--- src/verilog/flow_led_settings.svh ---
`ifndef FLOW_LED_SETTINGS_SVH
`define FLOW_LED_SETTINGS_SVH

// Small values keep simulation short
// A board build at 50 MHz uses 434 for 115200 baud

`define FLOW_LED_CLKS_PER_BIT 16 // sys_clk cycles per UART bit

`define FLOW_LED_SEG_DIV 2 // sys_clk cycles per half period of segled_clk

`define FLOW_LED_REG_COUNT 8 // Number of out_pin registers

`endif

--- src/verilog/flow_led_pkg.sv ---
package flow_led_pkg;

  typedef logic [7:0] byte_t; // UART byte or register value

  typedef logic [3:0] reg_idx_t; // Read index over registers and inputs

  // Active low, dp g f e d c b a
  typedef logic [7:0] seg_code_t;

  typedef enum logic [1:0] {
    idle,      // Waiting for a command byte
    wait_data, // Write command seen, data byte next
    send_resp  // Response held until transmitter is free
  } mcu_state_t;

endpackage

--- src/verilog/uart_byte_if.sv ---
`timescale 1ns/1ps

interface uart_byte_if;
  flow_led_pkg::byte_t rx_data;  // Valid with rx_valid
  logic                rx_valid; // One-cycle strobe
  flow_led_pkg::byte_t tx_data;  // Sampled with tx_start
  logic                tx_start; // One-cycle strobe, only while idle
  logic                tx_busy;  // High for the whole frame

  modport rx_side (output rx_data, output rx_valid);

  modport tx_side (input tx_data, input tx_start, output tx_busy);

  modport engine (input rx_data, input rx_valid, input tx_busy,
                  output tx_data, output tx_start);

endinterface

--- src/verilog/flow_led.sv ---
`timescale 1ns/1ps

module flow_led (
  input  logic sys_clk,         // 50 MHz board clock
  input  logic arst_n,          // From key1
  input  logic key2,
  input  logic uart_rx_from_pc,
  output logic uart_tx_to_pc,
  output logic led,
  output logic segled_clk,
  output logic segled_dat,
  output logic segled_str
);

  logic                busy;
  flow_led_pkg::byte_t out_pin0;
  flow_led_pkg::byte_t out_pin1;
  flow_led_pkg::byte_t out_pin2;
  flow_led_pkg::byte_t out_pin3;

  uart_mcu i_uart_mcu (
    .sys_clk  (sys_clk),
    .arst_n   (arst_n),
    .uart_rxd (uart_rx_from_pc),
    .uart_txd (uart_tx_to_pc),
    .key2     (key2),
    .busy     (busy),
    .out_pin0 (out_pin0),
    .out_pin1 (out_pin1),
    .out_pin2 (out_pin2),
    .out_pin3 (out_pin3)
  );

  seg_led_hex595 i_seg_led_hex595 (
    .sys_clk (sys_clk),
    .arst_n  (arst_n),
    .data0   (out_pin0), // Low nibble of each register shown
    .data1   (out_pin1),
    .data2   (out_pin2),
    .data3   (out_pin3),
    .clk     (segled_clk),
    .dat     (segled_dat),
    .str     (segled_str)
  );

  assign led = busy;

endmodule

--- src/verilog/seg_led_hex595.sv ---
`timescale 1ns/1ps
`include "flow_led_settings.svh"

module seg_led_hex595 (
  input  logic                sys_clk,
  input  logic                arst_n,
  input  flow_led_pkg::byte_t data0,
  input  flow_led_pkg::byte_t data1,
  input  flow_led_pkg::byte_t data2,
  input  flow_led_pkg::byte_t data3,
  output logic                clk,
  output logic                dat,
  output logic                str
);

  localparam int DIV   = `FLOW_LED_SEG_DIV;
  localparam int DIV_W = $clog2(DIV + 1);
  localparam logic [5:0] STEP_LOAD = 6'd34; // Steps 0..31 bits, 32..33 strobe

  logic [DIV_W-1:0]    div_q;
  logic                tick;
  logic [5:0]          step_q, step_nxt;
  logic [1:0]          digit_q, digit_nxt;
  logic [15:0]         shift_q;
  logic                clk_q, str_q;
  logic [3:0]          nib_src;
  logic [7:0]          dig_sel;

  function automatic flow_led_pkg::seg_code_t hex_to_seg(input logic [3:0] hex);
    case (hex)
      4'h0: return 8'hC0;
      4'h1: return 8'hF9;
      4'h2: return 8'hA4;
      4'h3: return 8'hB0;
      4'h4: return 8'h99;
      4'h5: return 8'h92;
      4'h6: return 8'h82;
      4'h7: return 8'hF8;
      4'h8: return 8'h80;
      4'h9: return 8'h90;
      4'hA: return 8'h88;
      4'hB: return 8'h83;
      4'hC: return 8'hC6;
      4'hD: return 8'hA1;
      4'hE: return 8'h86;
      default: return 8'h8E;
    endcase
  endfunction

  assign tick      = (div_q == DIV_W'(DIV - 1));
  assign step_nxt  = (step_q == STEP_LOAD) ? 6'd0 : step_q + 1'b1;
  assign digit_nxt = digit_q + 1'b1;
  assign dig_sel   = {4'hF, ~(4'b0001 << digit_nxt)}; // Active low select

  always_comb begin
    case (digit_nxt)
      2'd0:    nib_src = data0[3:0];
      2'd1:    nib_src = data1[3:0];
      2'd2:    nib_src = data2[3:0];
      default: nib_src = data3[3:0];
    endcase
  end

  always_ff @(posedge sys_clk or negedge arst_n) begin
    if (!arst_n) begin
      div_q   <= '0;
      step_q  <= STEP_LOAD; // First tick loads digit 0
      digit_q <= 2'd3;
      clk_q   <= 1'b0;
      str_q   <= 1'b0;
    end else if (tick) begin
      div_q   <= '0;
      step_q  <= step_nxt;
      clk_q   <= !step_nxt[5] && step_nxt[0]; // High in second half of each bit
      str_q   <= (step_nxt == 6'd32) || (step_nxt == 6'd33);
      if (step_q == STEP_LOAD) digit_q <= digit_nxt;
    end else begin
      div_q <= div_q + 1'b1;
    end
  end

  always_ff @(posedge sys_clk or negedge arst_n) begin
    if (!arst_n) begin
      shift_q <= '0;
    end else if (tick) begin
      if (step_q == STEP_LOAD) begin
        shift_q <= {hex_to_seg(nib_src), dig_sel};
      end else if (!step_q[5] && step_q[0]) begin
        shift_q <= {shift_q[14:0], 1'b0}; // Next bit after the rising edge
      end
    end
  end

  assign clk = clk_q;
  assign str = str_q;
  assign dat = shift_q[15]; // MSB first

  // Latch only once all 16 bits have left the shift register
  a_str_clk_low: assert property (@(posedge sys_clk) disable iff (!arst_n)
    str_q |-> !clk_q && (shift_q == '0));

endmodule

--- src/verilog/uart_mcu.sv ---
`timescale 1ns/1ps
`include "flow_led_settings.svh"

module uart_mcu (
  input  logic                sys_clk,
  input  logic                arst_n,
  input  logic                uart_rxd,
  output logic                uart_txd,
  input  logic                key2,
  output logic                busy,
  output flow_led_pkg::byte_t out_pin0,
  output flow_led_pkg::byte_t out_pin1,
  output flow_led_pkg::byte_t out_pin2,
  output flow_led_pkg::byte_t out_pin3
);

  uart_byte_if u_bus ();

  flow_led_pkg::mcu_state_t state_q;
  flow_led_pkg::byte_t      regs_q [`FLOW_LED_REG_COUNT];
  flow_led_pkg::byte_t      wr_cnt_q; // Completed writes, wraps at 256
  flow_led_pkg::byte_t      resp_q;
  flow_led_pkg::byte_t      rd_data;
  flow_led_pkg::byte_t      in_pin0;
  flow_led_pkg::byte_t      in_pin1;
  flow_led_pkg::reg_idx_t   rd_idx;
  logic [2:0]               wr_idx_q;
  logic                     key_s1, key_s2;

  uart_rx i_uart_rx (
    .sys_clk (sys_clk),
    .arst_n  (arst_n),
    .rxd     (uart_rxd),
    .bus     (u_bus.rx_side)
  );

  uart_tx i_uart_tx (
    .sys_clk (sys_clk),
    .arst_n  (arst_n),
    .txd     (uart_txd),
    .bus     (u_bus.tx_side)
  );

  always_ff @(posedge sys_clk or negedge arst_n) begin
    if (!arst_n) begin
      key_s1 <= 1'b0;
      key_s2 <= 1'b0;
    end else begin
      key_s1 <= key2;
      key_s2 <= key_s1;
    end
  end

  assign in_pin0 = {7'd0, key_s2};
  assign in_pin1 = wr_cnt_q;
  assign rd_idx  = u_bus.rx_data[3:0];

  always_comb begin
    case (rd_idx)
      4'd8:    rd_data = in_pin0;
      4'd9:    rd_data = in_pin1;
      default: rd_data = (rd_idx < `FLOW_LED_REG_COUNT) ? regs_q[rd_idx[2:0]] : 8'h00;
    endcase
  end

  always_ff @(posedge sys_clk or negedge arst_n) begin
    if (!arst_n) begin
      state_q  <= flow_led_pkg::idle;
      wr_cnt_q <= '0;
      for (int i = 0; i < `FLOW_LED_REG_COUNT; i++) begin
        regs_q[i] <= '0;
      end
    end else begin
      case (state_q)
        flow_led_pkg::idle: begin
          if (u_bus.rx_valid) begin
            state_q <= u_bus.rx_data[7] ? flow_led_pkg::wait_data : flow_led_pkg::send_resp;
          end
        end
        flow_led_pkg::wait_data: begin
          if (u_bus.rx_valid) begin
            regs_q[wr_idx_q] <= u_bus.rx_data;
            wr_cnt_q         <= wr_cnt_q + 1'b1;
            state_q          <= flow_led_pkg::idle;
          end
        end
        flow_led_pkg::send_resp: begin
          if (!u_bus.tx_busy) state_q <= flow_led_pkg::idle; // Start goes out now
        end
        default: state_q <= flow_led_pkg::idle;
      endcase
    end
  end

  // Index and response captured with every command byte
  always_ff @(posedge sys_clk) begin
    if (state_q == flow_led_pkg::idle && u_bus.rx_valid) begin
      wr_idx_q <= u_bus.rx_data[2:0];
      resp_q   <= rd_data;
    end
  end

  assign u_bus.tx_data  = resp_q;
  assign u_bus.tx_start = (state_q == flow_led_pkg::send_resp) && !u_bus.tx_busy;

  assign busy = (state_q != flow_led_pkg::idle) || u_bus.tx_busy;

  assign out_pin0 = regs_q[0];
  assign out_pin1 = regs_q[1];
  assign out_pin2 = regs_q[2];
  assign out_pin3 = regs_q[3];

  // Transmitter must accept every start strobe
  a_tx_start_idle: assert property (@(posedge sys_clk) disable iff (!arst_n)
    u_bus.tx_start |-> !u_bus.tx_busy ##1 u_bus.tx_busy);

endmodule

--- src/verilog/uart_rx.sv ---
`timescale 1ns/1ps
`include "flow_led_settings.svh"

module uart_rx (
  input  logic            sys_clk,
  input  logic            arst_n,
  input  logic            rxd,
  uart_byte_if.rx_side    bus
);

  localparam int CPB   = `FLOW_LED_CLKS_PER_BIT;
  localparam int CNT_W = $clog2(CPB);
  localparam logic [CNT_W-1:0] CNT_LAST = CNT_W'(CPB - 1);
  localparam logic [CNT_W-1:0] CNT_HALF = CNT_W'(CPB / 2 - 1);

  typedef enum logic [1:0] {st_idle, st_start, st_bits, st_stop} rx_state_t;

  rx_state_t           state_q;
  logic [CNT_W-1:0]    cnt_q;
  logic [2:0]          bit_q;
  logic                rxd_s1, rxd_s2, rxd_s3;
  logic                valid_q;
  flow_led_pkg::byte_t shift_q;

  always_ff @(posedge sys_clk or negedge arst_n) begin
    if (!arst_n) begin
      rxd_s1 <= 1'b1; // Line idles high
      rxd_s2 <= 1'b1;
      rxd_s3 <= 1'b1;
    end else begin
      rxd_s1 <= rxd;
      rxd_s2 <= rxd_s1;
      rxd_s3 <= rxd_s2; // Previous level for edge detect
    end
  end

  always_ff @(posedge sys_clk or negedge arst_n) begin
    if (!arst_n) begin
      state_q <= st_idle;
      cnt_q   <= '0;
      bit_q   <= '0;
      valid_q <= 1'b0;
    end else begin
      valid_q <= 1'b0;
      case (state_q)
        st_idle: begin
          if (rxd_s3 && !rxd_s2) begin // Falling edge
            state_q <= st_start;
            cnt_q   <= '0;
          end
        end
        st_start: begin
          if (cnt_q == CNT_HALF) begin
            cnt_q   <= '0;
            bit_q   <= '0;
            state_q <= rxd_s2 ? st_idle : st_bits; // False start drops out
          end else begin
            cnt_q <= cnt_q + 1'b1;
          end
        end
        st_bits: begin
          if (cnt_q == CNT_LAST) begin
            cnt_q <= '0;
            bit_q <= bit_q + 1'b1;
            if (bit_q == 3'd7) state_q <= st_stop;
          end else begin
            cnt_q <= cnt_q + 1'b1;
          end
        end
        default: begin // Stop bit
          if (cnt_q == CNT_LAST) begin
            valid_q <= rxd_s2; // Bad stop bit loses the byte
            state_q <= st_idle;
          end else begin
            cnt_q <= cnt_q + 1'b1;
          end
        end
      endcase
    end
  end

  always_ff @(posedge sys_clk) begin
    if (state_q == st_bits && cnt_q == CNT_LAST) begin
      shift_q <= {rxd_s2, shift_q[7:1]}; // LSB first
    end
  end

  assign bus.rx_data  = shift_q;
  assign bus.rx_valid = valid_q;

  a_valid_single: assert property (@(posedge sys_clk) disable iff (!arst_n)
    valid_q |=> !valid_q);

endmodule

--- src/verilog/uart_tx.sv ---
`timescale 1ns/1ps
`include "flow_led_settings.svh"

module uart_tx (
  input  logic            sys_clk,
  input  logic            arst_n,
  output logic            txd,
  uart_byte_if.tx_side    bus
);

  localparam int CPB   = `FLOW_LED_CLKS_PER_BIT;
  localparam int CNT_W = $clog2(CPB);
  localparam logic [CNT_W-1:0] CNT_LAST = CNT_W'(CPB - 1);

  logic [9:0]       frame_q; // Stop, data, start
  logic [3:0]       bit_q;
  logic [CNT_W-1:0] cnt_q;
  logic             busy_q;

  always_ff @(posedge sys_clk or negedge arst_n) begin
    if (!arst_n) begin
      frame_q <= '1;
      bit_q   <= '0;
      cnt_q   <= '0;
      busy_q  <= 1'b0;
    end else if (!busy_q) begin
      if (bus.tx_start) begin
        frame_q <= {1'b1, bus.tx_data, 1'b0};
        bit_q   <= '0;
        cnt_q   <= '0;
        busy_q  <= 1'b1;
      end
    end else if (cnt_q == CNT_LAST) begin
      cnt_q   <= '0;
      frame_q <= {1'b1, frame_q[9:1]}; // Refill with idle level
      if (bit_q == 4'd9) begin
        busy_q <= 1'b0; // Stop bit done
      end else begin
        bit_q <= bit_q + 1'b1;
      end
    end else begin
      cnt_q <= cnt_q + 1'b1;
    end
  end

  assign txd         = frame_q[0];
  assign bus.tx_busy = busy_q;

endmodule
--- config.mk ---
export PLATFORM = sky130hd
export DESIGN_NAME = flow_led
export DESIGN_NICKNAME = d
export VERILOG_FILES = /design/src/verilog/flow_led_pkg.sv /design/src/verilog/uart_byte_if.sv /design/src/verilog/flow_led.sv /design/src/verilog/seg_led_hex595.sv /design/src/verilog/uart_mcu.sv /design/src/verilog/uart_rx.sv /design/src/verilog/uart_tx.sv
export VERILOG_INCLUDE_DIRS = /design/src /design/src/verilog
export SDC_FILE = /design/constraint.sdc
export NUM_CORES = 1
export LEC_CHECK = 0
export BUFFER_PORTS_ARGS = -buffer_cell sky130_fd_sc_hd__buf_2
export CORE_ASPECT_RATIO = 1.1
export CORE_MARGIN = 2
export CORE_UTILIZATION = 30
export CTS_CLUSTER_SIZE = 25
export DETAILED_ROUTE_END_ITERATION = 10
export SETUP_SLACK_MARGIN = 0.3
export SLEW_MARGIN = 20
export SYNTH_ARGS = -nofsm -noshare
export SYNTH_HDL_FRONTEND = slang
export SYNTH_SLANG_ARGS = --single-unit
--- constraint.sdc ---
create_clock -name sys_clk -period 5.9 [get_ports sys_clk]
set_input_delay 0.295 -clock sys_clk [delete_from_list [all_inputs] [get_ports sys_clk]]
set_output_delay 0.295 -clock sys_clk [all_outputs]
set_load 0.005 [all_outputs]
==> results.sh, run 1 <==
export IMPL_run_status="finished clean"
export IMPL_drt_wl_total_um=13900
export IMPL_syn_inst=598
export IMPL_crit_chain="inv_1, ha_1, a222oi_1, mux2_2, inv_1, ha_1, mux2_2, a222oi_1, o31ai_1"
export IMPL_clk_pin_slew_worst_paths_ns=0.06
export IMPL_utilization=0.349
export IMPL_routed_via_density=4.86
export IMPL_drv_cap=0
export IMPL_avgRoutedWirePerCell_um=15.1
export IMPL_yosys_top_cells_area="dfrtp_1 41%, mux2_2 11%, edfxtp_1 7.8%"
export IMPL_grt_max_degree=79
export IMPL_io_pin_count=9
export IMPL_first_iter_violations=295
export IMPL_die_h_um=168
export IMPL_core_um2=23800
export IMPL_synthArstFlopShare=0.877
export IMPL_grt_overflow=0
export IMPL_grt_pass1_wl_um=23900
export IMPL_syn_nets=622
export IMPL_worst_clock_skew_ns=0.0123
export IMPL_setup_tns_ns=0
export IMPL_first_global_vias=4587
export IMPL_worstSetupStartpointType="flop"
export IMPL_yosysTopAreaCellShare=0.408
export IMPL_synth_top_area_cell="dfrtp_1"
export IMPL_cts_root_buf="clkbuf_16"
export IMPL_p_per_area_nw_per_um2=312
export IMPL_place_gp_congestion=0.787
export IMPL_period_minus_slack_ns=2.62
export IMPL_finalInstanceArea_um2=8300
export IMPL_synth_seq_cells=154
export IMPL_htree_levels=4
export IMPL_setup_violations=0
export IMPL_slowest_stage="dfstp_2"
export IMPL_placed_area_um2=7640
export IMPL_cts_inserted_buffers=17
export IMPL_antenna_found_initial=0
export IMPL_num_vias=4483
export IMPL_syn_area_um2=7300
export IMPL_worstPathRequired_ns=6.18
export IMPL_synth_most_common_cell="dfrtp_1"
export IMPL_synth_ff_type="dfrtp_1"
export IMPL_synth_edf_count=19
export IMPL_cellLeakagePower_nw=3.69
export IMPL_grt_usage=0.116
export IMPL_hpwl_um=8790
export IMPL_clockBufferDepth=2
export IMPL_clk_insertion_delay_late_ns=0.43
export IMPL_rsz0062_at_grt="no"
export IMPL_final_fill_count=2343
export IMPL_worst_slew_pin_slew_ns=0.989
export IMPL_synthTopCellsByCount="119 x dfrtp_1, 71 x mux2_2, 57 x nand2_1, 41 x nor2_1, 28 x o21ai_0"
export IMPL_rows=59
export IMPL_start_util=0.307
export IMPL_fin_nets=628
export IMPL_die_x_um=153
export IMPL_n_antenna_cell=0
export IMPL_relSlewSlack=0.331
export IMPL_first_pass_iters=4
export IMPL_total_power_w=0.00259
export IMPL_cts_sinks=154
export IMPL_area_delta_synth_final_pct=13.7
export IMPL_hold_class="reg2reg"
export IMPL_dr_wl_met2_um=6510
export IMPL_layout_drive_gt1_share=0.248
export IMPL_wl_met1_um=6800
export IMPL_syn_avg_cell_area_um2=12.2
export IMPL_cts_tree="done"
export IMPL_worst_ir_drop_vdd_v=0.000208
export IMPL_routed_wl_met3_um=314
export IMPL_end_kind="flop"
export IMPL_path_class="reg2reg"
export IMPL_io_buffers=8
export IMPL_top_layer="met4"
export IMPL_synth_cell_types=54
export IMPL_max_freq_mhz=381
export IMPL_antenna_left=0
export IMPL_drc_errors=0
export IMPL_finalHoldViolCount=0
export IMPL_cp_arrival_ns=2.90
export IMPL_post_cts_resized=0
export IMPL_yosysWarnings=0
export IMPL_die_area_um2=25600
export IMPL_fin_crit_sh=0.444
export IMPL_crit_fanout=6
export IMPL_cpPeakStageDelay_ns=0.56
export IMPL_post_cts_buffers=0
export IMPL_yosysSeqAreaShare=0.544
export IMPL_slew_viol_final=0
## power by group
| group | internal (W) | leakage (nW) | switching, W | total [W] |
|---|---|---|---|---|
| registers | 0.00114 | 1.98 | 0.0000915 | 0.00123 |
| logic | 0.0000984 | 1.42 | 0.000105 | 0.000204 |
| clock network | 0.000712 | 0.298 | 0.000445 | 0.00116 |
## cell families (layout without fill, tap and decap cells)
kind of cell | Yosys count | after routing | share of synthesized area
and+or+nand+nor | 157 | 157 | 0.104
muxes | 108 | 108 | 0.188
adders and majority gates | 20 | 20 | 0.0343
AOI/OAI and AO/OA | 97 | 97 | 0.0850
DFF | 154 | 154 | 0.544
xor gates and xnor gates | 17 | 17 | 0.0204
buffers and inverters | 45 | 64 | 0.0249
## routing by layer
metal / vias up / GRT usage
met3: 16 / 0.0264
li1: 2176 / -
met1: 2244 / 0.158
met2: 47 / 0.178
met5: - / 0
met4: 0 / 0.0519
## per-stage QoR
| step | std cells | setup WS [ns] | hold WS [ns] |
|---|---|---|---|
| after floorplan | 598 | 3.47 | -0.000591 |
| after global placement | 887 | 3.17 | 0.336 |
| after detailed placement | 887 | 3.10 | 0.337 |
| after CTS | 922 | 3.09 | 0.358 |
| after global routing | 922 | 3.07 | 0.363 |
| final | 922 | 3.28 | 0.355 |
## placed cells by master, fill, tap and decap left out, drive strengths merged, types with 6 or more instances in the layout
cell type,synthesis,final
dfrtp,119,119
xnor2,8,8
inv,16,20
nand2,57,57
o21ai,29,29
ha,20,20
edfxtp,19,19
nor3,6,6
nand3,19,19
mux2i,21,21
xor2,9,9
nor2,43,43
nand4,8,8
o22ai,6,6
a22o,6,6
dfstp,16,16
clkbuf,19,18
a21oi,22,22
mux2,71,71
buf,10,13
mux4,16,16
## critical path: cells and delay by family (launching register included)
family                   cells  cell delay [ns]
flip-flops                   1             0.56
adder cells (fa/ha/maj)      2             0.47
multiplexers                 2             0.55
AO/OA/AOI/OAI                3             0.73
buffers and inverters        2             0.17
## flip-flops by register name, indices dropped and copies added (netlist names), 3 cells and up
register	flops
i_seg_led_hex595.step_q	6
i_seg_led_hex595.shift_q	16
i_uart_mcu.i_uart_tx.cnt_q	4
i_uart_mcu.regs_q	32
i_uart_mcu.wr_idx_q	3
i_uart_mcu.i_uart_tx.bit_q	4
i_uart_mcu.out_pin0	8
i_uart_mcu.i_uart_tx.frame_q	9
i_uart_mcu.out_pin1	8
i_uart_mcu.resp_q	8
i_uart_mcu.in_pin1	8
i_uart_mcu.i_uart_rx.cnt_q	4
i_uart_mcu.i_uart_rx.bus.rx_data	8
i_uart_mcu.i_uart_rx.bit_q	3
i_uart_mcu.out_pin2	8
i_uart_mcu.out_pin3	8
## what timing repair did
action	in CTS	in global routing
endpoints found under the hold margin	75	0
setup endpoints to repair	0	0
hold buffers	3	0
## path summary, 6_finish.rpt
kind                                                            endpoint  slack [ns]                               startpoint  cells past startpoint
worst max-delay path            i_seg_led_hex595.shift_q[11]$_DFFE_PN0P_        3.28  i_seg_led_hex595.digit_q[0]$_DFFE_PN1P_                      9
worst min-delay path                         i_uart_mcu.key_s2$_DFF_PN0_        0.35              i_uart_mcu.key_s1$_DFF_PN0_                      0
worst max register to register  i_seg_led_hex595.shift_q[11]$_DFFE_PN0P_        3.28  i_seg_led_hex595.digit_q[0]$_DFFE_PN1P_                      9
worst min register to register               i_uart_mcu.key_s2$_DFF_PN0_        0.35              i_uart_mcu.key_s1$_DFF_PN0_                      0
max in group asynchronous             i_uart_mcu.out_pin3[1]$_DFFE_PN0P_        4.22                                   arst_n                      3
min in group asynchronous             i_uart_mcu.out_pin0[4]$_DFFE_PN0P_        0.48                                   arst_n                      2
## final cells by class
| type | count | area, um2 | area share |
|---|---|---|---|
| clock buffer | 18 | 429 | 0.0517 |
| clock inverter | 14 | 194 | 0.0234 |
| inverter | 16 | 60.1 | 0.00724 |
| multi-input combinational | 399 | 3150 | 0.380 |
| sequential | 154 | 3970 | 0.478 |
| tap | 305 | 382 | 0.0460 |
| timing repair buffer | 16 | 114 | 0.0137 |
Note: power is estimated with default switching activity, not from simulation.
==> inputs of run 2 (changes only) <==
- clock period: 5.9 -> 2.2 ns (I/O delays scaled with it)
==> run 2 against run 1 <==
The flow now finishes with violations (setup timing). Final cell count up 5.3%. Global-route usage up 0.28 points. Total power rose to 2.6 times the previous value. Combinational power rose to 3.1 times the previous value. Non-clock buffer count up 49. Sequential power rose to 2.7 times the previous value. Routed wire length up 4.1%. Hold slack worse by 0.11 ns. Die area unchanged. Clock skew down 0.0017 ns.
==> results.sh, run 2 (synthesis results as in run 1) <==
export IMPL_routed_via_density=4.86
export IMPL_crit_chain="inv_4, ha_4, a222oi_1, buf_4, mux2i_4, ha_4, mux2_4, a222oi_1, o31ai_1"
export IMPL_fin_nets=677
export IMPL_place_gp_congestion=0.761
export IMPL_setup_violations=4
export IMPL_path_class="reg2reg"
export IMPL_largest_register_ffs=32
export IMPL_drc_errors=0
export IMPL_mostFrequentLayoutCell="dfrtp_1"
export IMPL_final_cell_mix="117 x dfrtp_1, 69 x mux2_2, 56 x nand2_1, 50 x buf_4, 39 x nor2_1"
export IMPL_grt_pass1_wl_um=24600
export IMPL_setup_tns_ns=-0.297
export IMPL_hold_class="in2async"
export IMPL_rsz0062_at_grt="yes"
export IMPL_drt_wl_total_um=14500
export IMPL_start_util=0.307
export IMPL_core_um2=23800
export IMPL_grt_overflow=0
export IMPL_die_h_um=168
export IMPL_end_kind="flop"
export IMPL_critPathTopFamily="compound AO/OA/AOI/OAI gates"
export IMPL_num_vias=4721
export IMPL_worst_slew_pin_slew_ns=0.621
export IMPL_first_global_vias=4724
export IMPL_worst_ir_drop_vdd_v=0.000431
export IMPL_relSlewSlack=0.586
export IMPL_slew_viol_final=0
export IMPL_period_minus_slack_ns=2.30
export IMPL_n_antenna_cell=0
export IMPL_multi_input_area_um2=3260
export IMPL_worstSetupStartpointType="flop"
export IMPL_hpwl_um=9750
export IMPL_grt_max_degree=62
export IMPL_clk_insertion_delay_late_ns=0.42
export IMPL_io_buffers=8
export IMPL_worst_clock_skew_ns=0.0105
export IMPL_avgRoutedWirePerCell_um=14.9
export IMPL_io_pin_count=9
export IMPL_crit_fanout=4
export IMPL_cpPeakStageDelay_ns=0.58
export IMPL_die_area_um2=25600
export IMPL_cts_sinks=154
export IMPL_area_delta_synth_final_pct=19.9
export IMPL_cts_tree="done"
export IMPL_cts_inserted_buffers=17
export IMPL_fin_crit_sh=1.05
export IMPL_finalHoldViolCount=0
export IMPL_htree_levels=4
export IMPL_utilization=0.368
export IMPL_largest_register="i_uart_mcu.regs_q"
export IMPL_p_per_area_nw_per_um2=758
export IMPL_first_iter_violations=244
export IMPL_first_pass_iters=4
export IMPL_final_fill_count=2290
export IMPL_grt_usage=0.119
export IMPL_antenna_left=0
export IMPL_slowest_stage="dfstp_2"
export IMPL_seqCellArea_um2=3970
export IMPL_cts_root_buf="clkbuf_16"
export IMPL_run_status="complete, but fails checks"
export IMPL_clk_pin_slew_worst_paths_ns=0.06
export IMPL_path_buf_inv=2
export IMPL_setup_ws_ns=-0.102
export IMPL_largest_registers="i_uart_mcu.regs_q x32, i_seg_led_hex595.shift_q x16, i_uart_mcu.i_uart_tx.frame_q x9"
export IMPL_violations="setup timing"
export IMPL_rows=59
export IMPL_antenna_found_initial=0
export IMPL_whs_ns=0.241
export IMPL_cellLeakagePower_nw=3.93
export IMPL_clockBufferDepth=2
export IMPL_layout_drive_gt1_share=0.339
export IMPL_total_power_w=0.00663
export IMPL_worstPathRequired_ns=2.49
export IMPL_cp_arrival_ns=2.60
export IMPL_max_freq_mhz=434
export IMPL_drv_cap=0
export IMPL_die_x_um=153
[run 2: cell types whose count changed in the layout (fill, tap and decap cells not counted), sizes merged]
cell      previous run  this run
clkbuf              18        19
buf                 13        62
bufinv               4         0
clkinvlp             2         1
clkinv               4         8
[run 2: where the power goes]
part           internal, W  switching (W)  leakage (nW)  total [W]
clock network      0.00150        0.00122         0.273    0.00273
logic             0.000305       0.000329          1.68   0.000633
registers          0.00306       0.000209          1.98    0.00327
total              0.00487        0.00176          3.93    0.00663
[run 2: worst paths after layout]
| check | to | slack (ns) | cells after the start | from |
|---|---|---|---|---|
| setup / recovery | i_seg_led_hex595.shift_q[11]$_DFFE_PN0P_ | -0.10 | 9 | i_seg_led_hex595.digit_q[0]$_DFFE_PN1P_ |
| hold / removal | i_seg_led_hex595.shift_q[12]$_DFFE_PN0P_ | 0.24 | 2 | arst_n |
| setup reg to reg | i_seg_led_hex595.shift_q[11]$_DFFE_PN0P_ | -0.10 | 9 | i_seg_led_hex595.digit_q[0]$_DFFE_PN1P_ |
| hold reg to reg | i_uart_mcu.key_s2$_DFF_PN0_ | 0.36 | 0 | i_uart_mcu.key_s1$_DFF_PN0_ |
| max in group asynchronous | i_uart_mcu.i_uart_rx.rxd_s3$_DFF_PN1_ | 1.24 | 3 | arst_n |
| min in group sys_clk | i_uart_mcu.i_uart_rx.rxd_s1$_DFF_PN1_ | 0.32 | 2 | uart_rx_from_pc |
[run 2: metal layers]
metal | vias to the layer above | routed length [um] | track usage
met5 | - | 0 | 0
met4 | 0 | 316 | 0.0483
met3 | 23 | 313 | 0.0243
met2 | 52 | 6950 | 0.192
met1 | 2351 | 6870 | 0.158
li1 | 2295 | - | -
[run 2: what timing repair did]
action,in CTS,in global routing
pin swaps,8,3
gates resized for setup,12,13
hold endpoints to repair,46,0
buffers inserted,1,2
endpoints found under the setup margin,15,31
hold buffers,3,0
[run 2: cell type report]
cell class,instances,share of cell area
Clock buffer,19,0.0506
Tap cell,305,0.0436
Inverter,16,0.00801
Sequential cell,154,0.454
Timing Repair Buffer,65,0.0578
Multi-Input combinational cell,399,0.373
Clock inverter,13,0.0129
[run 2: worst reg2reg max path, cell delays in order (launching register included)]
cell and delay (ns):
dfstp_2 0.58, inv_4 0.06, ha_4 0.16, a222oi_1 0.32, buf_4 0.18, mux2i_4 0.08, ha_4 0.17, mux2_4 0.26
a222oi_1 0.26, o31ai_1 0.11
[run 2: metrics by stage]
step                      setup slack (ns)  instance area, um2  cells
after global routing                -0.268                8750    971
after floorplan                     -0.102                7350    598
after detailed placement            -0.126                8050    933
after global placement              -0.114                8050    933
final                               -0.102                8750    971
after CTS                           -0.123                8690    969
